`src/rv_defs.svh`:
```
`ifndef RV_DEFS_SVH
`define RV_DEFS_SVH

// Integer register and data path width
`define RV_XLEN 32

// Word address bits of the data memory
// 8 bits give 256 words
`define RV_DMEM_AW 8

// One bank per byte lane of a word
`define RV_NBANKS 4

`endif

```
`src/rv_dmem_bank.sv`:
```
`include "rv_defs.svh"

module rv_dmem_bank (
  input  logic                   clk,
  input  logic                   we,
  input  logic                   re,
  input  logic [`RV_DMEM_AW-1:0] addr,
  input  logic [7:0]             wdata,
  output logic [7:0]             rdata
);

  // One byte lane of the data memory
  logic [7:0] mem [2**`RV_DMEM_AW];

  always_ff @(posedge clk) begin
    if (we) begin
      mem[addr] <= wdata;
    end
    // Read samples the array before this edge's write lands
    // so a same-address access returns the old byte
    if (re) begin
      rdata <= mem[addr];
    end
  end

endmodule

```
`config.mk`:
```
export PLATFORM = sky130hd
export DESIGN_NAME = rv_dmem_bank
export DESIGN_NICKNAME = d
export VERILOG_FILES = /design/src/rv_dmem_bank.sv
export VERILOG_INCLUDE_DIRS = /design/src /design/src/src
export SDC_FILE = /design/constraint.sdc
export NUM_CORES = 2
export LEC_CHECK = 0
export ABC_AREA = 0
export BUFFER_PORTS_ARGS = -buffer_cell sky130_fd_sc_hd__buf_2
export CAP_MARGIN = 20
export CORE_ASPECT_RATIO = 1.5
export CORE_MARGIN = 1
export CORE_UTILIZATION = 24
export CTS_CLUSTER_SIZE = 24
export DETAILED_ROUTE_END_ITERATION = 12
export PLACE_DENSITY = 0.46
export SETUP_SLACK_MARGIN = 0.05
export SLEW_MARGIN = 20
export SYNTH_ARGS = -nofsm -noshare
export SYNTH_HDL_FRONTEND = slang
export SYNTH_SLANG_ARGS = --single-unit
```
`constraint.sdc`:
```
create_clock -name clk -period 6.1 [get_ports clk]
set_clock_uncertainty 0.2 [all_clocks]
set_input_delay 0.61 -clock clk [delete_from_list [all_inputs] [get_ports clk]]
set_output_delay 0.61 -clock clk [all_outputs]
set_load 0.005 [all_outputs]
```
==> impl_results.rst <==
.. list-table::
   :header-rows: 1

   * - Metric
     - Value
   * - Most frequent cells in the layout
     - 2056 x sky130_fd_sc_hd__edfxtp_1, 512 x sky130_fd_sc_hd__mux4_2, 256 x sky130_fd_sc_hd__a22oi_1, 224 x sky130_fd_sc_hd__nor2_1, 193 x sky130_fd_sc_hd__clkbuf_16
   * - Count of cells along the worst register-to-register path
     - 6
   * - Data arrival at the endpoint of the critical path
     - 3980 ps
   * - Startpoint of the worst register-to-register path
     - mem[187][1]
   * - Global placer's final weighted congestion
     - 0.807
   * - Max-slew headroom at the worst pin
     - 0.192
   * - Minimum clock period
     - 3640 ps
   * - Antenna viol nets, final
     - 0
   * - Clk sink count
     - 2056
   * - Fmax
     - 0.275 GHz
   * - Crit start category
     - primary input
   * - Antenna violations before repair
     - 11
   * - Number of endpoints failing setup at the final stage
     - 0
   * - Share of the yosys chip area belonging to registers
     - 0.786
   * - Count of different cell masters after synthesis
     - 21
   * - Critical-path cell with the highest stage delay
     - sky130_fd_sc_hd__o41ai_1
   * - Yosys warning total
     - 0
   * - First-iteration detailed-routing DRC count
     - 2682
   * - Max-cap violations
     - 0
   * - Critical path startpoint
     - addr[1]
   * - Nets@finish
     - 3728
   * - Overall routed net length
     - 220 mm
   * - Cell Pwr Density
     - 314 mW/mm^2
   * - Worst path bufs/invs
     - 3
   * - Area used by sequential logic in the layout
     - 0.0617 mm^2
   * - Total via count in the routed design
     - 36671
   * - Worst hold path type
     - in -> reg
   * - Critical Path Max Stage Delay
     - 720 ps
   * - Kind of capture point of the worst setup path
     - register
   * - Maximum net fanout on the critical path
     - 86
   * - Share of cells above drive strength 1
     - 0.254
   * - Worst setup endpoint
     - rdata[5]
   * - Reg2reg end
     - rdata[1]
   * - Cell-by-cell listing of the critical path
     - buf_8 -> buf_4 -> buf_4 -> mux4_2 -> a22oi_1 -> a21oi_1 -> o41ai_1 -> nand4_1
   * - Placement row count
     - 257
   * - Maximum vdd drop
     - 0.182 mV
   * - Mean Syn Cell Area
     - 22.2 um^2
   * - Cell type group with the largest total delay on the critical path
     - buffers and inverters
   * - Gate count after technology mapping
     - 3547
   * - Layout fillers
     - 32191
   * - Final hold vios
     - 0
   * - Count of input and output buffers
     - 26
   * - Vias in the first global route
     - 39606
   * - # H-tree levels
     - 4
   * - Netlist Area Pre-Place
     - 0.0786 mm^2
   * - Pin count of the biggest net entering global routing
     - 178
   * - Commonest non-fill, non-tap cell in the layout
     - sky130_fd_sc_hd__edfxtp_1
   * - X dimension of the die
     - 469 um
   * - CP most frequent cell
     - sky130_fd_sc_hd__buf_4
   * - Global-route wire length before repair
     - 312 mm
   * - Total power
     - 28.4 mW
   * - Total clock buffers created by CTS
     - 190
   * - Minimum setup slack among reg-to-reg paths
     - 3040 ps
   * - Die Ht
     - 703 um
   * - Later-pin clock latency in the skew report
     - 850 ps
   * - Buffer depth of the longest clock path
     - 4
   * - Detail Placement HPWL
     - 137 mm
   * - Multi-input gate area
     - 0.0158 mm^2
   * - Failing checks
     - DRC
   * - Worst Max-Slew Pin Slew
     - 1210 ps
   * - Relative area change from synthesis to final layout
     - 15.2%
   * - Gates resized, CTS repair
     - 0
   * - Number of top-level pins
     - 27
   * - Total congestion overflow
     - 0
   * - Core Area
     - 0.326 mm^2
   * - Post-route clock period utilization
     - 0.597
   * - Crit path required time
     - 6440 ps
   * - Net count after synthesis
     - 3566
   * - Routed wire length per instance
     - 27.1 um
   * - Effective utilization at floorplan
     - 0.241
   * - Setup Crit Path Kind
     - in -> reg
   * - Overall track demand over capacity in global routing
     - 0.133
   * - Post-synthesis register bit count
     - 2056
   * - Setup total negative slack
     - 0 ps
   * - First-pass iteration count of the detailed router
     - 10
   * - Post-detailed-route DRC marker count
     - 2
   * - WP depth
     - 8
   * - Die area
     - 0.330 mm^2
   * - Clock input transition at the sequential cells of the worst setup and hold paths
     - 70 ps
   * - Slew Viols, Final
     - 0
   * - Clock tree from TritonCTS
     - built
   * - Setup repair after global routing missed its margin
     - no
   * - Root Buffer
     - sky130_fd_sc_hd__clkbuf_16
   * - Outcome
     - finished, violations left
   * - Pleak
     - 26.6 nW
   * - Via-per-instance ratio
     - 4.51
-- state kept, by name, summed over array words and instances (netlist names) --
name	flops
mem	2048
rdata	8
-- how the worst min path moves through the flow --
| stage | cells past startpoint | end | from |
|---|---|---|---|
| after floorplan | 0 | mem[0][0] | wdata[0] |
| after global placement | 5 | rdata[1] | mem[214][1] |
| after detailed placement | 5 | rdata[0] | mem[213][0] |
| after CTS | 1 | mem[140][7] | wdata[7] |
| after global routing | 1 | mem[132][4] | wdata[4] |
| final | 1 | mem[78][5] | wdata[5] |
-- kinds of logic (layout without fill, tap and decap cells) --
| logic type | count (synthesis) | count (layout) | synth area share |
|---|---|---|---|
| compound gates | 416 | 416 | 0.0362 |
| other cells | 0 | 5 | 0 |
| mux | 512 | 512 | 0.147 |
| buf+inv | 233 | 533 | 0.0140 |
| flops | 2056 | 2056 | 0.786 |
| simple gates | 330 | 330 | 0.0173 |
-- repair_timing --
action	CTS	global route
buffers inserted	0	0
hold endpoints to repair	12	0
hold buffers	2	0
endpoints found under the setup margin	0	0
-- report_power, final --
part / switching, mW / total [mW] / internal, mW
clock network: 5.21 / 11.4 / 6.21
registers: 0.0175 / 15.6 / 15.6
logic: 0.903 / 1.36 / 0.453
-- area by class of cell --
cell class	count	share of cell area
diodes	5	0.000138
flip-flops and latches	2056	0.682
well taps	4273	0.0591
clock inverters	95	0.00789
clock buffers	235	0.0551
repair buffers	202	0.0205
inverters	1	0.0000415
multi-input cells	1258	0.175
-- metal layers --
metal	up-vias	part of all wire	GRT usage
met5	-	0.00025	0
met4	10	0.046	0.0578
met3	333	0.038	0.0166
met2	889	0.54	0.246
met1	20077	0.37	0.151
li1	15362	-	-
-- cell usage after synthesis --
cell type / number / share of area
sky130_fd_sc_hd__and2_1: 3 / 0.00024
sky130_fd_sc_hd__a21oi_1: 128 / 0.0082
sky130_fd_sc_hd__nor3_1: 30 / 0.0019
sky130_fd_sc_hd__nand4_1: 8 / 0.00064
sky130_fd_sc_hd__nand2_1: 28 / 0.0013
sky130_fd_sc_hd__mux4_2: 512 / 0.15
sky130_fd_sc_hd__nand3_1: 13 / 0.00083
sky130_fd_sc_hd__inv_1: 1 / 0.000048
sky130_fd_sc_hd__buf_4: 16 / 0.0015
sky130_fd_sc_hd__o41ai_1: 32 / 0.0036
sky130_fd_sc_hd__a22oi_1: 256 / 0.024
sky130_fd_sc_hd__edfxtp_1: 2056 / 0.79
sky130_fd_sc_hd__or2_2: 2 / 0.00016
sky130_fd_sc_hd__buf_2: 36 / 0.0023
sky130_fd_sc_hd__or3_1: 1 / 0.000080
sky130_fd_sc_hd__clkbuf_1: 145 / 0.0069
sky130_fd_sc_hd__nor2b_1: 7 / 0.00056
sky130_fd_sc_hd__buf_6: 16 / 0.0023
sky130_fd_sc_hd__nand2b_1: 6 / 0.00048
sky130_fd_sc_hd__nor2_1: 232 / 0.011
sky130_fd_sc_hd__buf_1: 19 / 0.00091
-- worst reg2reg max path, stage by stage (launching register included) --
cell	delay, ps
sky130_fd_sc_hd__edfxtp_1	360
sky130_fd_sc_hd__mux4_2	470
sky130_fd_sc_hd__a22oi_1	500
sky130_fd_sc_hd__a21oi_1	250
sky130_fd_sc_hd__o41ai_1	650
sky130_fd_sc_hd__buf_4	250
sky130_fd_sc_hd__nand4_1	100
-- stage by stage --
step | area (um^2) | util | hold slack [ps] | instances | worst slack (ps)
detailed placement | 84800 | 0.260 | 799 | 7788 | 1540
CTS | 90500 | 0.278 | 7.54 | 8120 | 2450
global route | 90500 | 0.278 | 36.1 | 8122 | 2360
finish | 90500 | 0.278 | 24.9 | 8125 | 2460
floorplan | 78600 | - | 509 | 3547 | 3070
global placement | 84700 | 0.260 | 801 | 7784 | 1120
(Power assumes the default switching activity.)
