$ cat config.mk
export PLATFORM = sky130hd
export DESIGN_NAME = rv_stage_mem
export DESIGN_NICKNAME = d
export VERILOG_FILES = /design/src/rv_isa_pkg.sv /design/src/rv_pipe_pkg.sv /design/src/rv_st_fmt.sv /design/src/rv_ld_fmt.sv /design/src/rv_stage_mem.sv
export VERILOG_INCLUDE_DIRS = /design/src /design/src/src
export SDC_FILE = /design/constraint.sdc
export NUM_CORES = 1
export LEC_CHECK = 0
export BUFFER_PORTS_ARGS = -buffer_cell sky130_fd_sc_hd__buf_4
export CORE_AREA = 3 3 223 225
export CTS_BUF_LIST = sky130_fd_sc_hd__clkbuf_4
export DETAILED_ROUTE_END_ITERATION = 10
export DIE_AREA = 0 0 226 228
export GPL_ROUTABILITY_DRIVEN = 0
export GPL_TIMING_DRIVEN = 0
export PLACE_DENSITY = 0.49
export SYNTH_ARGS = -nofsm -noshare
export SYNTH_HDL_FRONTEND = slang
export SYNTH_HIERARCHICAL = 1
export SYNTH_SLANG_ARGS = --single-unit
export TNS_END_PERCENT = 20
$ cat constraint.sdc
create_clock -name clk -period 4.1 [get_ports clk]
set_input_delay 0.82 -clock clk [delete_from_list [all_inputs] [get_ports clk]]
set_output_delay 0.82 -clock clk [all_outputs]
set_load 0.02 [all_outputs]
$ cat src/rv_defs.svh
`ifndef RV_DEFS_SVH
`define RV_DEFS_SVH

// Integer register and data path width
`define RV_XLEN 32

// Word address bits of the data memory
// 8 bits give 256 words
`define RV_DMEM_AW 8

// One bank per byte lane of a word
`define RV_NBANKS 4

`endif

$ cat src/rv_isa_pkg.sv
package rv_isa_pkg;

  // Load/store width, taken straight from funct3
  // Stores reuse LB/LH/LW for SB/SH/SW
  typedef enum logic [2:0] {
    LB  = 3'b000,
    LH  = 3'b001,
    LW  = 3'b010,
    LBU = 3'b100,
    LHU = 3'b101
  } width_e;

  // Source of the value written back to rd
  typedef enum logic [2:0] {
    RES_ALU = 3'd0,
    RES_MEM = 3'd1,
    RES_PC4 = 3'd2,
    RES_TGT = 3'd3,
    RES_CSR = 3'd4,
    RES_M   = 3'd5
  } res_src_e;

  // addi x0, x0, 0
  localparam logic [31:0] I_NOP = 32'h0000_0013;

endpackage

$ cat src/rv_pipe_pkg.sv
`include "rv_defs.svh"

package rv_pipe_pkg;

  // Instruction state entering MEM
  typedef struct packed {
    logic                     reg_write;
    logic                     mem_read;
    logic                     mem_write;
    rv_isa_pkg::res_src_e     res_src;
    logic [31:0]              instr;
    logic [4:0]               rd;
    rv_isa_pkg::width_e       funct3;
    // Effective address for loads and stores
    logic [`RV_XLEN-1:0]      alu_result;
    // Store data, already forwarded in EX
    logic [`RV_XLEN-1:0]      rs2_data;
    logic [`RV_XLEN-1:0]      pc_plus4;
    logic [`RV_XLEN-1:0]      jb_target;
    logic [`RV_XLEN-1:0]      csr_rdata;
    logic [`RV_XLEN-1:0]      m_result;
  } ex_mem_t;

  // Instruction state seen by WB
  typedef struct packed {
    logic                     reg_write;
    rv_isa_pkg::res_src_e     res_src;
    logic [31:0]              instr;
    logic [4:0]               rd;
    logic [`RV_XLEN-1:0]      alu_result;
    // Extended load result, formatted in the WB cycle
    logic [`RV_XLEN-1:0]      load_data;
    logic [`RV_XLEN-1:0]      pc_plus4;
    logic [`RV_XLEN-1:0]      jb_target;
    logic [`RV_XLEN-1:0]      csr_rdata;
    logic [`RV_XLEN-1:0]      m_result;
  } mem_wb_t;

  // Request broadcast to all byte banks
  typedef struct packed {
    logic                     ren;
    logic                     we;
    logic [`RV_DMEM_AW-1:0]   addr;
    logic [31:0]              wdata;
    logic [3:0]               wstrb;
  } dmem_req_t;

endpackage

$ cat src/rv_st_fmt.sv
module rv_st_fmt (
  input  logic [31:0]        data,
  input  logic [1:0]         offset,
  input  rv_isa_pkg::width_e width,
  output logic [31:0]        wdata,
  output logic [3:0]         wstrb
);

  // Lanes carry copies of the low byte or halfword
  // so any strobed lane sees the right value
  always_comb begin
    case (width)
      rv_isa_pkg::LB: begin
        wdata = {4{data[7:0]}};
        // One lane, picked by the full offset
        wstrb = 4'b0001 << offset;
      end
      rv_isa_pkg::LH: begin
        wdata = {2{data[15:0]}};
        // Upper or lower half, offset[0] ignored
        wstrb = offset[1] ? 4'b1100 : 4'b0011;
      end
      default: begin
        // SW and any unlisted code write the full word
        wdata = data;
        wstrb = 4'b1111;
      end
    endcase
  end

endmodule

$ cat src/rv_ld_fmt.sv
module rv_ld_fmt (
  input  logic [31:0]        rdata,
  input  logic [1:0]         offset,
  input  rv_isa_pkg::width_e width,
  output logic [31:0]        data
);

  logic [7:0]  byte_sel;
  logic [15:0] half_sel;

  // Addressed byte moved down to bit 0
  assign byte_sel = rdata[{offset, 3'b000} +: 8];

  // Halfword picked by offset[1] only
  assign half_sel = offset[1] ? rdata[31:16] : rdata[15:0];

  always_comb begin
    case (width)
      // Signed loads replicate the top bit
      rv_isa_pkg::LB:  data = {{24{byte_sel[7]}}, byte_sel};
      rv_isa_pkg::LH:  data = {{16{half_sel[15]}}, half_sel};
      // Unsigned loads fill with zeros
      rv_isa_pkg::LBU: data = {24'b0, byte_sel};
      rv_isa_pkg::LHU: data = {16'b0, half_sel};
      // LW, word as read
      default:         data = rdata;
    endcase
  end

endmodule

$ cat src/rv_stage_mem.sv
`include "rv_defs.svh"

module rv_stage_mem (
  input  logic                   clk,
  input  logic                   rst_n,
  input  logic                   stall,
  input  rv_pipe_pkg::ex_mem_t   ex_mem,
  output rv_pipe_pkg::dmem_req_t dmem_req,
  input  logic [31:0]            dmem_rdata,
  output rv_pipe_pkg::mem_wb_t   mem_wb,
  output logic [`RV_XLEN-1:0]    result_mem
);

  logic [31:0]          st_wdata;
  logic [3:0]           st_wstrb;
  logic [31:0]          ld_data;
  rv_pipe_pkg::mem_wb_t wb_q;
  // Load shape kept for the WB cycle, not part of the bundle
  rv_isa_pkg::width_e   funct3_wb;
  logic [1:0]           offset_wb;

  // Store data lanes and byte enables from width and address
  rv_st_fmt u_st_fmt (
    .data   (ex_mem.rs2_data),
    .offset (ex_mem.alu_result[1:0]),
    .width  (ex_mem.funct3),
    .wdata  (st_wdata),
    .wstrb  (st_wstrb)
  );

  // Memory request
  always_comb begin
    // A stalled slot repeats next cycle, so nothing is issued now
    dmem_req.ren   = ex_mem.mem_read & ~stall;
    dmem_req.we    = ex_mem.mem_write & ~stall;
    // Word address, byte offset goes to the formatters
    dmem_req.addr  = ex_mem.alu_result[`RV_DMEM_AW+1:2];
    dmem_req.wdata = st_wdata;
    // No lane written unless the store is really issued
    dmem_req.wstrb = st_wstrb & {4{dmem_req.we}};
  end

  // Forwarding value of the instruction in MEM
  // Load results are not ready yet with registered memory
  always_comb begin
    case (ex_mem.res_src)
      rv_isa_pkg::RES_M:   result_mem = ex_mem.m_result;
      rv_isa_pkg::RES_TGT: result_mem = ex_mem.jb_target;
      default:             result_mem = ex_mem.alu_result;
    endcase
  end

  // MEM/WB register, held while stalled
  always_ff @(posedge clk) begin
    if (!rst_n) begin
      wb_q       <= '0;
      wb_q.instr <= rv_isa_pkg::I_NOP;
      funct3_wb  <= rv_isa_pkg::LB;
      offset_wb  <= 2'b00;
    end else if (!stall) begin
      wb_q.reg_write  <= ex_mem.reg_write;
      wb_q.res_src    <= ex_mem.res_src;
      wb_q.instr      <= ex_mem.instr;
      wb_q.rd         <= ex_mem.rd;
      wb_q.alu_result <= ex_mem.alu_result;
      wb_q.pc_plus4   <= ex_mem.pc_plus4;
      wb_q.jb_target  <= ex_mem.jb_target;
      wb_q.csr_rdata  <= ex_mem.csr_rdata;
      wb_q.m_result   <= ex_mem.m_result;
      funct3_wb       <= ex_mem.funct3;
      offset_wb       <= ex_mem.alu_result[1:0];
    end
  end

  // Bank output is WB-timed, format it with the registered shape
  rv_ld_fmt u_ld_fmt (
    .rdata  (dmem_rdata),
    .offset (offset_wb),
    .width  (funct3_wb),
    .data   (ld_data)
  );

  // wb_q.load_data stays at its reset value
  // the live load result replaces it here
  always_comb begin
    mem_wb           = wb_q;
    mem_wb.load_data = ld_data;
  end

endmodule

==> results by group <==
Yosys
  • Post-synth EDFFs: 0
  • Flip-flop and latch count after synthesis: 204
  • Mean Syn Cell Area: between 9 and 10 um^2
  • Syn Nets: 1313
  • Gate Count Post-Synth: 1040
  • Number of unique standard cell types used by synthesis: 37
  • Share of the synthesized area in the top cell type: 0.399
  • Mapped Area: 10200 um^2
  • Synth warn: 6
  • Synth cell count leaders: mux2i_1, nor2b_1, dfxtp_1
  • Count leader, synth: mux2i_1
  • Share of synthesized registers carrying an async set or reset: 0
  • Seq/Total Area, Yosys: 0.399
  • Synth area leader: dfxtp_1
  • Top cells by area, synth: dfxtp_1, mux2i_1, nor2b_1, o311ai_1, buf_4
  • Ys flop type: dfxtp_1

STA
  • Fin. max-slew vios: 0
  • Final Cycle Share: 0.846
  • Worst-margin pin slew: 0.727 ns
  • Max Fclk: 0.288 GHz
  • Worst rel slew slack: 0.516
  • Final min period: 3.47 ns
  • Setup TNS: 0 ns
  • Setup violations, final: 0
  • Clock Skews: 0 ns
  • RSZ-0062 raised after global routing: false
  • Setup ws final: approximately 0.63 ns
  • Hold Vio Cnt, Final: 0
  • WHS: 0.299 ns

Power
  • VDD IR-drop max: 0.177 mV
  • Clock Power Share: 0.345
  • Cell Pwr Density: between 300 and 400 nW/um^2
  • Comb power frac: 0.276
  • Leak: 7.69 nW
  • Switch Pwr: 1.82 mW
  • Sequential share of power: 0.379
  • Internal power: 3.90 mW
  • Sw frac: 0.319

Floorplan
  • Die width: 226 um
  • Core Box Area: 47700 um^2
  • Die area: around 52000 um^2
  • Row Count: 80
  • Starting Density: 0.214
  • Die H: 228 um
  • Io pins: 584

Clocking
  • CTS max path bufs: 3
  • Worst-Skew Late Latency: 0.73 ns
  • Total CTS buffers: a little over 60
  • Post-cts gate resize count: 0
  • H-tree levels: 2
  • CTS tree: yes
  • Clock tree root driver cell: clkbuf_4
  • Post-CTS setup buffers: 0
  • Cts-stage hold buffer count: 0
  • Clock sink count: ~200
  • Worst-path clk slew: approximately 0.060 ns

Worst hold path
  • Worst Hold Class: input port to register

Layout
  • Area grow syn2layout: 57.5%
  • Fillers: 5106
  • Non-filler instance count after layout: 2339
  • Final net count: 1956
  • Share of layout cells above drive strength 1: 0.459

Setup path
  • CP max FO: 10
  • Worst setup SP type: register
  • Critical path endpoint category: output port
  • R2r setup slk: 3.32 ns
  • Worst EP arrival: 2.65 ns
  • CP required: 3.28 ns
  • Critical path class: register to output port

GRT
  • Initial antenna violation count: 5
  • GRT Total Usage: 0.182
  • Number of global-route vias before repair: ~11000
  • Most used routing layer: met2
  • Met1 usage: 0.192
  • Met2 usage: 0.332
  • First-pass GRT wire length: between 70000 and 80000 um
  • Largest net degree at the start of global routing: 17
  • M3 GR Usage: 0.0633
  • Congestion Overflow GR: 0

Placed design
  • Pre-CTS WS: 1.06 ns
  • HPWL Detailed: 39600 um
  • Dpl cells: 2235
  • IO Port Bufs: 580

Run
  • Max Cap Viol: 0

Routing
  • Detailed Route Iter0 Violations: slightly above 300
  • Remaining DRCs: 0
  • Vias per std cell: 4.46
  • Pre-antenna DRT Iters: 5
  • Post-route ant nets: 0
  • Average wire per standard cell: 21.0 um
  • Final WL: 49200 um
  • Via count: 10400

Status
  • Status: finished, final reports clean
-- flip-flops by register name, summed over array words and instances (netlist names) --
register / count
funct3_wb: 3
mem_wb: 201
-- metrics by stage --
stage | area [um^2] | util | power (mW)
after detailed placement | 15400 | 0.322 | 3.81
after global placement | 15400 | 0.322 | 3.80
final | 16100 | 0.338 | 5.73
after global routing | 16100 | 0.338 | 6.04
after CTS | 16100 | 0.337 | 5.85
after floorplan | 10200 | - | 3.00
-- per-layer routing --
layer	up-vias	wire length [um]
li1	4957	-
met1	4908	18100
met2	495	25100
met3	75	4670
met4	0	1310
met5	-	0
-- worst max-delay path: stages (launching register included) --
cell and delay, ns:
dfxtp_1 0.37, buf_6 0.19, mux2_2 0.36, nand3b_1 0.33, buf_2 0.34, nand3_1 0.12, buf_4 0.17
-- cells by family after synthesis --
group                  count (synthesis)  synth area share
buffers and inverters                109            0.0659
multiplexers                         244             0.243
flip-flops                           204             0.399
AO/OA/AOI/OAI                        144            0.0918
AND/OR/NAND/NOR                      339             0.201
-- power groups by stage --
stage	registers, mW	clock network (mW)	logic (mW)
after global placement	2.21	0	1.59
after floorplan	2.35	0	0.655
after CTS	2.17	2.08	1.60
after detailed placement	2.21	0	1.60
after global routing	2.18	2.17	1.69
final	2.17	1.97	1.58
-- layout by cell type, fill, tap and decap left out, types with 2 or more instances in the layout --
| cell type | instances |
|---|---|
| o21ai_0 | 22 |
| nand3_1 | 16 |
| and2_1 | 5 |
| diode_2 | 4 |
| o22a_1 | 8 |
| a21oi_1 | 40 |
| clkbuf_1 | 36 |
| or2_2 | 31 |
| nand2_1 | 27 |
| mux2i_1 | 225 |
| o311ai_1 | 29 |
| buf_4 | 607 |
| nand2b_1 | 2 |
| inv_1 | 5 |
| nor2_1 | 3 |
| nand3b_1 | 9 |
| dfxtp_1 | 204 |
| mux2_4 | 2 |
| bufinv_16 | 2 |
| mux2_2 | 16 |
| o311ai_0 | 2 |
| clkinv_1 | 11 |
| o211ai_1 | 5 |
| buf_6 | 18 |
| o22ai_1 | 32 |
| nor2b_1 | 211 |
| buf_2 | 22 |
| clkbuf_4 | 85 |
| or3_1 | 31 |
-- cell type report --
class / count / area (um^2) / area share
Timing Repair Buffer: 580 / 4350 / 0.270
Buffer: 104 / 656 / 0.0407
Multi-Input combinational cell: 727 / 5480 / 0.340
Sequential cell: 204 / 4080 / 0.253
Antenna cell: 4 / 10.0 / 0.000621
Clock inverter: 15 / 110 / 0.00683
Inverter: 5 / 18.8 / 0.00116
Clock buffer: 85 / 638 / 0.0396
Tap cell: 615 / 769 / 0.0477
-- path summary, 6_finish.rpt --
kind,end,start,cells after the start
max,mem_wb[153],mem_wb[161],6
min,mem_wb[102],ex_mem[102],3
max reg2reg,funct3_wb[0],funct3_wb[0],2
min reg2reg,mem_wb[201],mem_wb[201],2
(Power assumes the default switching activity.)
